`config.mk`:
```
export PLATFORM = sky130hd
export DESIGN_NAME = yarc_platform
export DESIGN_NICKNAME = d
export VERILOG_FILES = /design/src/hw/bus_pkg.sv /design/src/hw/platform_pkg.sv /design/src/hw/wb_decoder.sv /design/src/hw/mtimer.sv /design/src/hw/led_driver.sv /design/src/hw/uart_tx.sv /design/src/hw/yarc_platform.sv
export VERILOG_INCLUDE_DIRS = /design/src /design/src/hw
export SDC_FILE = /design/constraint.sdc
export NUM_CORES = 1
export LEC_CHECK = 0
export BUFFER_PORTS_ARGS = -buffer_cell sky130_fd_sc_hd__buf_2
export CAP_MARGIN = 20
export CORE_MARGIN = 4
export CORE_UTILIZATION = 61
export CTS_CLUSTER_SIZE = 8
export DETAILED_ROUTE_END_ITERATION = 6
export GPL_TIMING_DRIVEN = 0
export PLACE_DENSITY = 0.89
export SLEW_MARGIN = 20
export SYNTH_ARGS = -nofsm -noshare
export SYNTH_HDL_FRONTEND = slang
export SYNTH_SLANG_ARGS = --single-unit
```
`constraint.sdc`:
```
create_clock -name clk_i -period 3.16 [get_ports clk_i]
set_input_delay 0.158 -clock clk_i [delete_from_list [all_inputs] [get_ports clk_i]]
set_output_delay 0.158 -clock clk_i [all_outputs]
set_load 0.03 [all_outputs]
```
`src/hw/platform_cfg.svh`:
```
// platform configuration
// fixed address map and slave count for the peripheral bus,
// plus the uart bit timing and mtimer tick rate
// every slave decodes a 4 KiB window under SLAVE_MASK

`ifndef PLATFORM_CFG_SVH
`define PLATFORM_CFG_SVH

// slaves behind the decoder
`define NUM_SLAVES 3

// base addresses, one 4 KiB page each
`define MTIMER_BASE 32'h0002_0000
`define LED_BASE    32'h0002_1000
`define UART_BASE   32'h0002_2000
`define SLAVE_MASK  32'hFFFF_F000

// clk cycles per uart bit
`define UART_BAUD_DIV 16
// clk cycles per mtime tick
`define MTIMER_PRESCALE 1

`endif

```
`src/hw/bus_pkg.sv`:
```
// bus package
// pipelined wishbone request/response bundles and the
// slave select code produced by the address decoder

`default_nettype none

package bus_pkg;

    // master -> slave
    typedef struct packed {
        logic        cyc;
        logic        stb;
        logic        we;
        logic [31:0] addr;
        logic [31:0] wdata;
        logic [3:0]  sel;
    } wb_req_t;

    // slave -> master
    typedef struct packed {
        logic        ack;
        logic        err;
        logic        stall;
        logic [31:0] rdata;
    } wb_rsp_t;

    // decoder target, values double as slave port index
    typedef enum logic [1:0] {
        SEL_MTIMER = 2'd0,
        SEL_LED    = 2'd1,
        SEL_UART   = 2'd2,
        SEL_NONE   = 2'd3
    } slave_sel_e;

endpackage : bus_pkg

`default_nettype wire

```
`src/hw/platform_pkg.sv`:
```
// platform package
// register word offsets of each peripheral (addr[3:2])
// and the uart transmitter states

`default_nettype none

package platform_pkg;

    // mtimer, 64-bit regs split into words
    typedef enum logic [1:0] {
        MTIME_LO    = 2'd0,
        MTIME_HI    = 2'd1,
        MTIMECMP_LO = 2'd2,
        MTIMECMP_HI = 2'd3
    } mtimer_reg_e;

    // led driver, offset picks the update op
    typedef enum logic [1:0] {
        LED_WRITE  = 2'd0,
        LED_SET    = 2'd1,
        LED_CLEAR  = 2'd2,
        LED_TOGGLE = 2'd3
    } led_reg_e;

    // uart, offsets 2 and 3 unused
    typedef enum logic [1:0] {
        UART_TXDATA = 2'd0,
        UART_STATUS = 2'd1
    } uart_reg_e;

    typedef enum logic [1:0] {
        IDLE,
        START,
        DATA,
        STOP
    } uart_state_e;

endpackage : platform_pkg

`default_nettype wire

```
`src/hw/wb_decoder.sv`:
```
// wishbone address decoder
// single master to NUM_SLAVES slaves, stb steered by address,
// responses routed back from the slave accepted one cycle earlier
// unmapped addresses are answered here with err

`timescale 1ns/1ps
`include "platform_cfg.svh"
`default_nettype none

module wb_decoder (
    input  wire logic       clk_i,
    input  wire logic       rst_n_i,

    // master side
    input  bus_pkg::wb_req_t m_req_i,
    output bus_pkg::wb_rsp_t m_rsp_o,

    // slave side
    output bus_pkg::wb_req_t s_req_o [`NUM_SLAVES],
    input  bus_pkg::wb_rsp_t s_rsp_i [`NUM_SLAVES]
);
    import bus_pkg::*;

    slave_sel_e sel;
    slave_sel_e pend_sel;
    logic       pend_valid;
    logic       accept;

    // address match under the page mask
    always_comb begin
        sel = SEL_NONE;
        if ((m_req_i.addr & `SLAVE_MASK) == `MTIMER_BASE) begin
            sel = SEL_MTIMER;
        end else if ((m_req_i.addr & `SLAVE_MASK) == `LED_BASE) begin
            sel = SEL_LED;
        end else if ((m_req_i.addr & `SLAVE_MASK) == `UART_BASE) begin
            sel = SEL_UART;
        end
    end

    // cyc and payload go everywhere, stb only to the target
    always_comb begin
        for (int i = 0; i < `NUM_SLAVES; i++) begin
            s_req_o[i]     = m_req_i;
            s_req_o[i].stb = m_req_i.stb && (sel == slave_sel_e'(i));
        end
    end

    // stall comes straight from the addressed slave
    // response side muxed by the registered select
    always_comb begin
        m_rsp_o = '0;
        for (int i = 0; i < `NUM_SLAVES; i++) begin
            if (sel == slave_sel_e'(i)) begin
                m_rsp_o.stall = s_rsp_i[i].stall;
            end
            if (pend_valid && pend_sel == slave_sel_e'(i)) begin
                m_rsp_o.ack   = s_rsp_i[i].ack;
                m_rsp_o.err   = s_rsp_i[i].err;
                m_rsp_o.rdata = s_rsp_i[i].rdata;
            end
        end
        // unmapped, rdata stays zero
        if (pend_valid && pend_sel == SEL_NONE) begin
            m_rsp_o.err = 1'b1;
        end
    end

    assign accept = m_req_i.cyc && m_req_i.stb && !m_rsp_o.stall;

    // one transfer in flight per cycle, fixed 1-cycle slave latency
    always_ff @(posedge clk_i) begin
        if (!rst_n_i) begin
            pend_valid <= 1'b0;
            pend_sel   <= SEL_NONE;
        end else begin
            pend_valid <= accept;
            pend_sel   <= sel;
        end
    end

    // a slave may only answer the transfer the decoder handed it
    for (genvar gi = 0; gi < `NUM_SLAVES; gi++) begin : g_ack_chk
        a_no_stray_ack: assert property (@(posedge clk_i) disable iff (!rst_n_i)
            s_rsp_i[gi].ack |-> (pend_valid && pend_sel == slave_sel_e'(gi)))
            else $error("slave %0d acked without a pending request", gi);
    end

endmodule : wb_decoder

`default_nettype wire

```
`src/hw/mtimer.sv`:
```
// machine timer
// 64-bit mtime counting every MTIMER_PRESCALE cycles, 64-bit mtimecmp,
// both word-accessible with byte selects
// timer_irq_o is a registered mtime >= mtimecmp level

`timescale 1ns/1ps
`include "platform_cfg.svh"
`default_nettype none

module mtimer (
    input  wire logic        clk_i,
    input  wire logic        rst_n_i,

    input  bus_pkg::wb_req_t req_i,
    output bus_pkg::wb_rsp_t rsp_o,

    output logic             timer_irq_o
);
    import platform_pkg::*;

    logic [63:0] mtime;
    logic [63:0] mtimecmp;
    logic [15:0] presc_cnt;
    logic        tick;
    logic        accept;
    logic        wr;
    logic        mtime_wr;
    mtimer_reg_e reg_sel;
    logic        ack_q;
    logic [31:0] rdata_q;

    // keep old bytes where sel is clear
    function automatic logic [31:0] byte_merge(input logic [31:0] old_w,
                                               input logic [31:0] new_w,
                                               input logic [3:0]  be);
        logic [31:0] res;
        res = old_w;
        for (int b = 0; b < 4; b++) begin
            if (be[b]) res[b*8 +: 8] = new_w[b*8 +: 8];
        end
        return res;
    endfunction

    // never stalls
    assign accept   = req_i.cyc && req_i.stb;
    assign wr       = accept && req_i.we;
    assign reg_sel  = mtimer_reg_e'(req_i.addr[3:2]);
    assign mtime_wr = wr && (reg_sel == MTIME_LO || reg_sel == MTIME_HI);
    assign tick     = (presc_cnt == 16'(`MTIMER_PRESCALE - 1));

    always_ff @(posedge clk_i) begin
        if (!rst_n_i) begin
            presc_cnt <= '0;
            mtime     <= '0;
            mtimecmp  <= '1;
        end else begin
            presc_cnt <= tick ? '0 : presc_cnt + 16'd1;
            // bus write wins over the tick
            if (mtime_wr) begin
                if (reg_sel == MTIME_LO) begin
                    mtime[31:0] <= byte_merge(mtime[31:0], req_i.wdata, req_i.sel);
                end else begin
                    mtime[63:32] <= byte_merge(mtime[63:32], req_i.wdata, req_i.sel);
                end
            end else if (tick) begin
                mtime <= mtime + 64'd1;
            end
            if (wr && reg_sel == MTIMECMP_LO) begin
                mtimecmp[31:0] <= byte_merge(mtimecmp[31:0], req_i.wdata, req_i.sel);
            end
            if (wr && reg_sel == MTIMECMP_HI) begin
                mtimecmp[63:32] <= byte_merge(mtimecmp[63:32], req_i.wdata, req_i.sel);
            end
        end
    end

    // irq lags the compare by one cycle
    always_ff @(posedge clk_i) begin
        if (!rst_n_i) begin
            timer_irq_o <= 1'b0;
        end else begin
            timer_irq_o <= (mtime >= mtimecmp);
        end
    end

    // bus response
    always_ff @(posedge clk_i) begin
        if (!rst_n_i) begin
            ack_q <= 1'b0;
        end else begin
            ack_q <= accept;
        end
    end

    always_ff @(posedge clk_i) begin
        if (accept) begin
            unique case (reg_sel)
                MTIME_LO:    rdata_q <= mtime[31:0];
                MTIME_HI:    rdata_q <= mtime[63:32];
                MTIMECMP_LO: rdata_q <= mtimecmp[31:0];
                MTIMECMP_HI: rdata_q <= mtimecmp[63:32];
            endcase
        end
    end

    assign rsp_o = '{ack: ack_q, err: 1'b0, stall: 1'b0, rdata: rdata_q};

    // pending interrupt is never missed for more than a cycle
    a_irq_follows: assert property (@(posedge clk_i) disable iff (!rst_n_i)
        (!timer_irq_o && mtime >= mtimecmp) |=> timer_irq_o)
        else $error("timer irq low while mtime >= mtimecmp");

endmodule : mtimer

`default_nettype wire

```
`src/hw/led_driver.sv`:
```
// led driver
// 8-bit led register updated by write, set, clear or toggle
// depending on the word offset, data from wdata byte 0

`timescale 1ns/1ps
`default_nettype none

module led_driver (
    input  wire logic        clk_i,
    input  wire logic        rst_n_i,

    input  bus_pkg::wb_req_t req_i,
    output bus_pkg::wb_rsp_t rsp_o,

    output logic [7:0]       led_status_o
);
    import platform_pkg::*;

    logic        accept;
    led_reg_e    op;
    logic        ack_q;
    logic [31:0] rdata_q;

    assign accept = req_i.cyc && req_i.stb;
    assign op     = led_reg_e'(req_i.addr[3:2]);

    // leds change on the same edge that raises ack
    always_ff @(posedge clk_i) begin
        if (!rst_n_i) begin
            led_status_o <= '0;
            ack_q        <= 1'b0;
        end else begin
            ack_q <= accept;
            // byte 0 only
            if (accept && req_i.we && req_i.sel[0]) begin
                unique case (op)
                    LED_WRITE:  led_status_o <= req_i.wdata[7:0];
                    LED_SET:    led_status_o <= led_status_o | req_i.wdata[7:0];
                    LED_CLEAR:  led_status_o <= led_status_o & ~req_i.wdata[7:0];
                    LED_TOGGLE: led_status_o <= led_status_o ^ req_i.wdata[7:0];
                endcase
            end
        end
    end

    // any offset reads back the register
    always_ff @(posedge clk_i) begin
        if (accept) rdata_q <= {24'b0, led_status_o};
    end

    assign rsp_o = '{ack: ack_q, err: 1'b0, stall: 1'b0, rdata: rdata_q};

endmodule : led_driver

`default_nettype wire

```
`src/hw/uart_tx.sv`:
```
// uart transmitter
// 8N1 frames at UART_BAUD_DIV clocks per bit, LSB first
// TXDATA write starts a frame, STATUS bit 0 is busy
// TXDATA writes stall while a frame is on the line

`timescale 1ns/1ps
`include "platform_cfg.svh"
`default_nettype none

module uart_tx (
    input  wire logic        clk_i,
    input  wire logic        rst_n_i,

    input  bus_pkg::wb_req_t req_i,
    output bus_pkg::wb_rsp_t rsp_o,

    output logic             uart_tx_o
);
    import platform_pkg::*;

    localparam int BAUD_W = $clog2(`UART_BAUD_DIV);

    uart_state_e       state;
    uart_reg_e         reg_sel;
    logic [BAUD_W-1:0] baud_cnt;
    logic [2:0]        bit_cnt;
    logic [7:0]        shift_q;
    logic              busy;
    logic              bit_end;
    logic              stall;
    logic              accept;
    logic              tx_wr;
    logic              ack_q;
    logic [31:0]       rdata_q;

    assign reg_sel = uart_reg_e'(req_i.addr[3:2]);
    assign busy    = (state != IDLE);
    assign bit_end = (baud_cnt == BAUD_W'(`UART_BAUD_DIV - 1));

    // only TXDATA writes are held off
    assign stall  = req_i.cyc && req_i.stb && req_i.we && reg_sel == UART_TXDATA && busy;
    assign accept = req_i.cyc && req_i.stb && !stall;
    assign tx_wr  = accept && req_i.we && reg_sel == UART_TXDATA && req_i.sel[0];

    always_ff @(posedge clk_i) begin
        if (!rst_n_i) begin
            state     <= IDLE;
            baud_cnt  <= '0;
            bit_cnt   <= '0;
            uart_tx_o <= 1'b1;
        end else begin
            baud_cnt <= bit_end ? '0 : baud_cnt + 1'b1;
            unique case (state)
                IDLE: begin
                    baud_cnt <= '0;
                    // start bit goes out the cycle after acceptance
                    if (tx_wr) begin
                        state     <= START;
                        uart_tx_o <= 1'b0;
                    end
                end
                START: begin
                    if (bit_end) begin
                        state     <= DATA;
                        bit_cnt   <= '0;
                        uart_tx_o <= shift_q[0];
                    end
                end
                DATA: begin
                    if (bit_end) begin
                        bit_cnt <= bit_cnt + 3'd1;
                        if (bit_cnt == 3'd7) begin
                            state     <= STOP;
                            uart_tx_o <= 1'b1;
                        end else begin
                            uart_tx_o <= shift_q[0];
                        end
                    end
                end
                STOP: begin
                    if (bit_end) state <= IDLE;
                end
            endcase
        end
    end

    // byte latch, shifted at each bit boundary after the start bit
    always_ff @(posedge clk_i) begin
        if (tx_wr) begin
            shift_q <= req_i.wdata[7:0];
        end else if (bit_end && (state == START || state == DATA)) begin
            shift_q <= shift_q >> 1;
        end
    end

    always_ff @(posedge clk_i) begin
        if (!rst_n_i) begin
            ack_q <= 1'b0;
        end else begin
            ack_q <= accept;
        end
    end

    always_ff @(posedge clk_i) begin
        if (accept) rdata_q <= (reg_sel == UART_STATUS) ? {31'b0, busy} : 32'b0;
    end

    assign rsp_o = '{ack: ack_q, err: 1'b0, stall: stall, rdata: rdata_q};

    // line idles high between frames
    a_idle_high: assert property (@(posedge clk_i) disable iff (!rst_n_i)
        (state == IDLE) |-> uart_tx_o)
        else $error("uart line low while idle");

endmodule : uart_tx

`default_nettype wire

```
`src/hw/yarc_platform.sv`:
```
// peripheral platform top
// bus master port into the address decoder, which feeds
// the machine timer, the led driver and the uart transmitter

`timescale 1ns/1ps
`include "platform_cfg.svh"
`default_nettype none

module yarc_platform (
    input  wire logic        clk_i,
    input  wire logic        rst_n_i,

    // core load/store port
    input  bus_pkg::wb_req_t bus_req_i,
    output bus_pkg::wb_rsp_t bus_rsp_o,

    output logic [7:0]       led_status_o,
    output logic             uart_tx_o,
    output logic             timer_irq_o
);
    import bus_pkg::*;

    // decoder <-> slaves, indexed by slave_sel_e
    wb_req_t s_req [`NUM_SLAVES];
    wb_rsp_t s_rsp [`NUM_SLAVES];

    wb_decoder decoder_i (
        .clk_i   (clk_i),
        .rst_n_i (rst_n_i),
        .m_req_i (bus_req_i),
        .m_rsp_o (bus_rsp_o),
        .s_req_o (s_req),
        .s_rsp_i (s_rsp)
    );

    // timer irq goes straight out to the core
    mtimer mtimer_i (
        .clk_i       (clk_i),
        .rst_n_i     (rst_n_i),
        .req_i       (s_req[SEL_MTIMER]),
        .rsp_o       (s_rsp[SEL_MTIMER]),
        .timer_irq_o (timer_irq_o)
    );

    led_driver led_driver_i (
        .clk_i        (clk_i),
        .rst_n_i      (rst_n_i),
        .req_i        (s_req[SEL_LED]),
        .rsp_o        (s_rsp[SEL_LED]),
        .led_status_o (led_status_o)
    );

    // tx only, no receive path
    uart_tx uart_tx_i (
        .clk_i     (clk_i),
        .rst_n_i   (rst_n_i),
        .req_i     (s_req[SEL_UART]),
        .rsp_o     (s_rsp[SEL_UART]),
        .uart_tx_o (uart_tx_o)
    );

endmodule : yarc_platform

`default_nettype wire

```
* Yosys cells after proc, flatten, opt, wreduce, memory -nomap -nowiden *
Cells that the tools add are included.
Widths: inputs -> output; s select.

word-level totals
  output and inout port bits = 45
  register bits = 249

cells by class
  add/subtract/negate cells = 4
  reductions and logical operators = 61
  eq/ne operators = 27
  mux-type cells = 37
  magnitude comparators = 1
  bitwise gates (word level) = 5

operators by type and width
  cell                   count
  $mux 32                5
  $mux 64                2
  $pmux 32 s4            1
  $add 64x1->64 const B  1
  $ge 64x64->1           1
  $eq 20x6->1 const B    3
  $mux 8                 6
  $pmux 8 s4             1
  $reduce_and 3->1       9
  $logic_and 1x1->1      26
  $mux 2                 10
  $add 16x1->16 const B  1
  $logic_not 16->1       1
  $reduce_and 2->1       8
  $eq 2x2->1 const B     7
  $ne 2x1->1 const B     6
  $ne 2x2->1 const B     5
  $and 8x8->8            1
  $eq 2x1->1 const B     4
  $logic_not 2->1        4
  $not 8->8              1
  $or 8x8->8             1
  $pmux 2 s4             1
  $reduce_bool 2->1      4
  17 further kinds       26

* Depth between registers and ports, before layout *
  word-level depth = 17
  mapped depth = 10
  gate-level depth less buffers = 9

* Hierarchy *
Synthesis repeated with hierarchy kept, for this count alone.

unflattened totals
  cells, all modules = 1944
  area, all modules = 16405.7 µm²

by module, submodules not included
  module      instances  sequential area each (µm²)  area an instance (µm²)  cells an instance
  mtimer      1          3883.7                      10933.0                 1317
  wb_decoder  1          60.1                        3000.4                  393
  uart_tx     1          490.5                       1249.9                  125
  led_driver  1          420.4                       1222.4                  109

* Worst setup path after synthesis *
Ideal clock, no wire load.

  path kind = input-to-reg
  from = in bus_req_i[65] (netlist name)
  to = reg uart_tx_i.ack_q
  stages on the path = 7
  arrival time = 2537 ps
  path buffers = 0
  path slack = 508 ps
  required time = 3045 ps
  cell sequence = or4_1 > nor4_4 > and2_1 > nand2_1 > nor3_1 > nor4_1 > and2_1

between the ends
  word-level cells in the longest chain between the ends = 12
  elaborated cells between the ends (all ways) = 14
  those cells by class = 4 x eq/ne; 3 x mux; 7 x reduce/logical

ends and longest elaborated chain
  what                            RTL line                      source
  from (decl)                     yarc_platform.sv:14           input bus_pkg::wb_req_t bus_req_i,
  $eq 20x6->1 (no source line)    --
  $mux 1                          wb_decoder.sv:36              end else if ((m_req_i.addr & `SLAVE_MASK) == `UART_BASE) begin
  $mux 2                          wb_decoder.sv:34              end else if ((m_req_i.addr & `SLAVE_MASK) == `LED_BASE) begin
  $mux 2 *                        wb_decoder.sv:32              if ((m_req_i.addr & `SLAVE_MASK) == `MTIMER_BASE) begin
  $eq 2x2->1 *                    wb_decoder.sv:45              s_req_o[i].stb = m_req_i.stb && (sel == slave_sel_e'(i));
  $logic_and 1x1->1 *             wb_decoder.sv:45
  $logic_and 1x1->1 *             uart_tx.sv:41, uart_tx.sv:42
  $logic_and 1x1->1 (3 in a row)  uart_tx.sv:41                 assign stall = req_i.cyc && req_i.stb && req_i.we && reg_sel == UART_TXDATA && busy;
  $logic_not 1->1                 uart_tx.sv:42                 assign accept = req_i.cyc && req_i.stb && !stall;
  $logic_and 1x1->1 *             uart_tx.sv:42
  via uart_tx_i.accept            uart_tx.sv:31                 logic accept;
  to (signal assigned)            uart_tx.sv:100                ack_q <= accept;
  to (decl)                       uart_tx.sv:33                 logic ack_q;

The timed path passes the listed nets; every way through them passes the cells marked *.
A chain may end at the register's enable or synchronous reset.

* Worst setup path in the final report *
  from = in bus_req_i[51] (netlist name)
  to = reg mtimer_i.mtimecmp[38]

between the ends
  word-level cells in the longest chain between the ends = 10
  elaborated cells between the ends (all ways) = 12
  those cells by class = 3 x eq/ne; 3 x mux; 6 x reduce/logical

ends and longest elaborated chain
  what                                 RTL line          source
  $eq 20x6->1 (no source line)         --
  $mux 1                               wb_decoder.sv:36
  $mux 2                               wb_decoder.sv:34
  $mux 2 *                             wb_decoder.sv:32
  $logic_not 2->1 *                    wb_decoder.sv:45
  $logic_and 1x1->1 *                  wb_decoder.sv:45
  $logic_and 1x1->1 *                  mtimer.sv:45      assign accept = req_i.cyc && req_i.stb;
  $logic_and 1x1->1 *                  mtimer.sv:46      assign wr = accept && req_i.we;
  $logic_and 1x1->1 *                  mtimer.sv:71      if (wr && reg_sel == MTIMECMP_HI) begin
  $reduce_and 2->1 (no source line) *  --
  to (signal assigned)                 mtimer.sv:72      mtimecmp[63:32] <= byte_merge(mtimecmp[63:32], req_i.wdata, req_i.sel);
  to (decl)                            mtimer.sv:22      logic [63:0] mtimecmp;

Every way passes the cells marked *; elsewhere a longest branch is shown, timed or not.

==> impl_metrics.toml <==
[global_route]
grt_pass1_wl_um = 68800
globalRouteOverflowTotal = 0
grt_use_total_pct = 36.7
grt_max_degree = 18
antenna_found_initial = 1
grt_pass1_vias = 12600

[clocking]
htree_levels = 1
cts_buffers = 31
tritoncts = "yes"
clock_latency_ns = 0.57
clock_sinks = 218
ctsResizeCount = 0
root_buffer = "clkbuf_16"
clk_path_buf_depth = 3
clkTransAtPathRegs_ns = 0.05

[timing]
grt_setup_unrepaired = "yes"
setup_ws_ns = 0.0402
setup_tns_ns = 0
finalSetupViolCount = 0
finalHoldViolations = 0
relSlewSlack_pct = 31.2
finalClockSkew_ns = 0.0173
period_share_pct = 98.7
worst_pin_slew_ns = 1.01
layout_min_cycle_time_ns = 3.12
timing.fmax_mhz = 321
slew_viol_final = 0

[hold_path]
min_path_type = "in -> reg"
hold_depth = 4

[detailed_routing]
wl_per_cell_um = 23.3
met2WireLength_um = 19600
wl_met3_um = 6050
drc = 0
dr.pass1.iters = 6
ant_nets = 0
wl_met1_um = 16400
finalWirelength_um = 44400
top_layer_used = "met5"
vias_per_cell = 6.79
drtIter0Drc = 1677
vias = 12900

[power_and_ir_drop]
pwr-share-clk_pct = 47.5
p_leak_nw = 6.76
ir_worst_vdd_v = 0.000405
seqPwrFrac_pct = 45.3
pwr_density_cell_mw_per_mm2 = 421
p_switching_mw = 1.53
power_mw = 6.35
sw_frac_of_total_pct = 24.1
power_frac_comb_pct = 7.2
p_int_mw = 4.82

[setup_path]
cp_top_family = "simple AND/OR/NAND/NOR gates"
endpoint_kind = "register"
crit_end = "mtimer_i.mtimecmp[38]"
critPathMostFrequentCell = "nand2_1"
crit_slowest_cell = "nor2_1"
r2r_end = "mtimer_i.timer_irq_o"
arrival_ns = 3.52
rrSetupSlack_ns = 0.09
crit_start = "bus_req_i[51]"
reg2reg_from = "mtimer_i.mtime[0]"
startpoint_type = "input port"
cpPeakStageDelay_ns = 0.74
cp.required_ns = 3.56
critPathMaxFanout = 10
path_cells = "dlygate4sd3_1 > buf_2 > or3_1 > nor3_2 > nand4_1 > nor2_1 > nand2_1 > clkbuf_1 > nand2_1 > o211ai_1"
path_class = "in -> reg"
path_buf_inv = 3
cp.depth = 10
rr_worst_depth = 9

[synthesis]
syn-num-nets = 1599
async_reset_ff_share_pct = 0
synth_edf_count = 49
syn_area_mm2 = 0.0129
ys.warnings.count = 0
synth-simple-area-share_pct = 19.9
synthAdderAreaFrac_pct = 8.70
synth_cell_types = 82
synth_ff_type = "dfxtp_1"
synth_top_family_by_area = "simple AND/OR/NAND/NOR gates"
avgSynthCellArea_um2 = 9.02
synth-seq-area-share_pct = 37.5
syn_inst = 1436
ys_seq_elements = 218
synth_compound_gate_area_share_pct = 19.4
synth_xor_area_share_pct = 1.08
muxShareOfSynthArea_pct = 7.74

[cells_and_area]
synthToLayoutAreaGrowth_pct = 16.4
nNetsFinal = 1775
final_common_cell = "nand2_1"
drive_above_1_share_pct = 15.7
final_cell_mix = "nand2_1, dfxtp_1, buf_2, nor2_1, inv_1"
stdcell_area_mm2 = 0.0151

[placement]
dp_hpwl_um = 31600
post-place-ws_ns = -0.0963
dpl-instance-area_mm2 = 0.0138
place.gp.congestion = 1.05
numPortBuffers = 103

[die]
num_rows = 53
dieHeight_um = 154
die_x_um = 154
core_area_mm2 = 0.0210
floorplan.die_area_mm2 = 0.0236
initial_core_util_pct = 61.8
io_pins = 118

[outcome]
outcome = "finished clean"

[job]
cap_violations = 0
## how the worst min path moves through the flow
stage | startpoint | to | slack (ns)
detailed placement | bus_req_i[51] | decoder_i.pend_sel[0] | 0.38
floorplan | bus_req_i[48] | decoder_i.pend_sel[0] | 0.26
global placement | bus_req_i[48] | decoder_i.pend_sel[0] | 0.38
CTS | bus_req_i[55] | decoder_i.pend_sel[1] | 0.003
global route | bus_req_i[52] | decoder_i.pend_sel[1] | 0.03
finish | bus_req_i[55] | decoder_i.pend_sel[1] | 0.01
## tightest hold or removal path, delay by kind of cell
family	cells	cell delay (ns)
simple gates	3	0.31
buf+inv	1	0.08
## power groups by stage
stage          logic [mW]  clock network (mW)  registers [mW]
2_1_floorplan       0.228                   0            2.94
3_3_place_gp        0.389                   0            2.93
3_5_place_dp        0.401                   0            2.93
4_1_cts             0.434                3.02            2.88
5_1_grt             0.479                3.14            2.88
6_report            0.456                3.01            2.88
## what timing repair did
item                                    4_1_cts  5_1_grt
buffers inserted                              0        6
hold buffers                                 32        0
endpoints found under the setup margin        0        8
hold endpoints to repair                     58        0
## metrics by stage
| step | instances | utilization [%] | hold slack [ns] |
|---|---|---|---|
| finish | 1904 | 71.9 | 0.0138 |
| global route | 1903 | 71.9 | 0.0272 |
| CTS | 1896 | 71.6 | 0.00255 |
| detailed placement | 1815 | 66.0 | 0.377 |
| global placement | 1814 | 65.9 | 0.379 |
| floorplan | 1436 | - | 0.262 |
## logic make-up (layout without fill, tap and decap cells)
logic type               Yosys count  after routing
AND/OR/NAND/NOR                  507            507
AO/OA/AOI/OAI                    370            370
flip-flops                       218            218
buffers and inverters            185            377
adder cells (fa/ha/maj)           90             90
multiplexers                      50             50
XOR/XNOR                          16             16
other                              0              1
## layout make-up
type	instances	area [um2]
diodes	1	2.50
plain buffers	81	353
clock buffers	47	836
clock inverters	2	17.5
fillers	1541	5880
inverters	104	390
multi-input cells	1033	7350
flip-flops and latches	218	4850
well taps	275	344
repair buffers	143	923
## layer usage
metal | track usage, % | vias to the layer above
li1 | - | 5653
met1 | 47.6 | 6099
met2 | 56.9 | 971
met3 | 9.29 | 206
met4 | 18.8 | 2
met5 | 0 | -
## synth_stat cells (7+ instances only)
library cell / n / share of area, %
xnor2_1: 9 / 0.61
and3_1: 34 / 1.6
nor2_1: 104 / 3.0
a31oi_1: 17 / 0.82
o31ai_1: 11 / 0.64
ha_1: 90 / 8.7
and4_1: 9 / 0.61
a31o_2: 7 / 0.47
xor2_1: 7 / 0.47
nand2_1: 170 / 4.9
a21oi_1: 88 / 3.4
dfxtp_1: 169 / 26
mux2i_1: 9 / 0.70
and2_1: 49 / 2.4
nand3_1: 45 / 1.7
a21o_1: 18 / 1.0
nand4_1: 29 / 1.4
inv_1: 103 / 3.0
nor3_1: 17 / 0.66
a41oi_1: 7 / 0.47
o221a_2: 13 / 1.1
o21ai_0: 66 / 2.6
a211oi_1: 15 / 0.87
o211ai_1: 69 / 4.0
clkbuf_1: 45 / 1.3
edfxtp_1: 49 / 11
mux4_2: 40 / 7.0
buf_2: 23 / 0.89
## registers in the layout (all words and copies together) (netlist names), 4 cells and up
signal	cells
mtimer_i.mtime	64
mtimer_i.mtimecmp	64
mtimer_i.rdata_q	32
mtimer_i.presc_cnt	16
led_driver_i.led_status_o	8
led_driver_i.rdata_q	8
uart_tx_i.shift_q	8
uart_tx_i.baud_cnt	4
No activity file was read; power rests on OpenSTA's default activity.
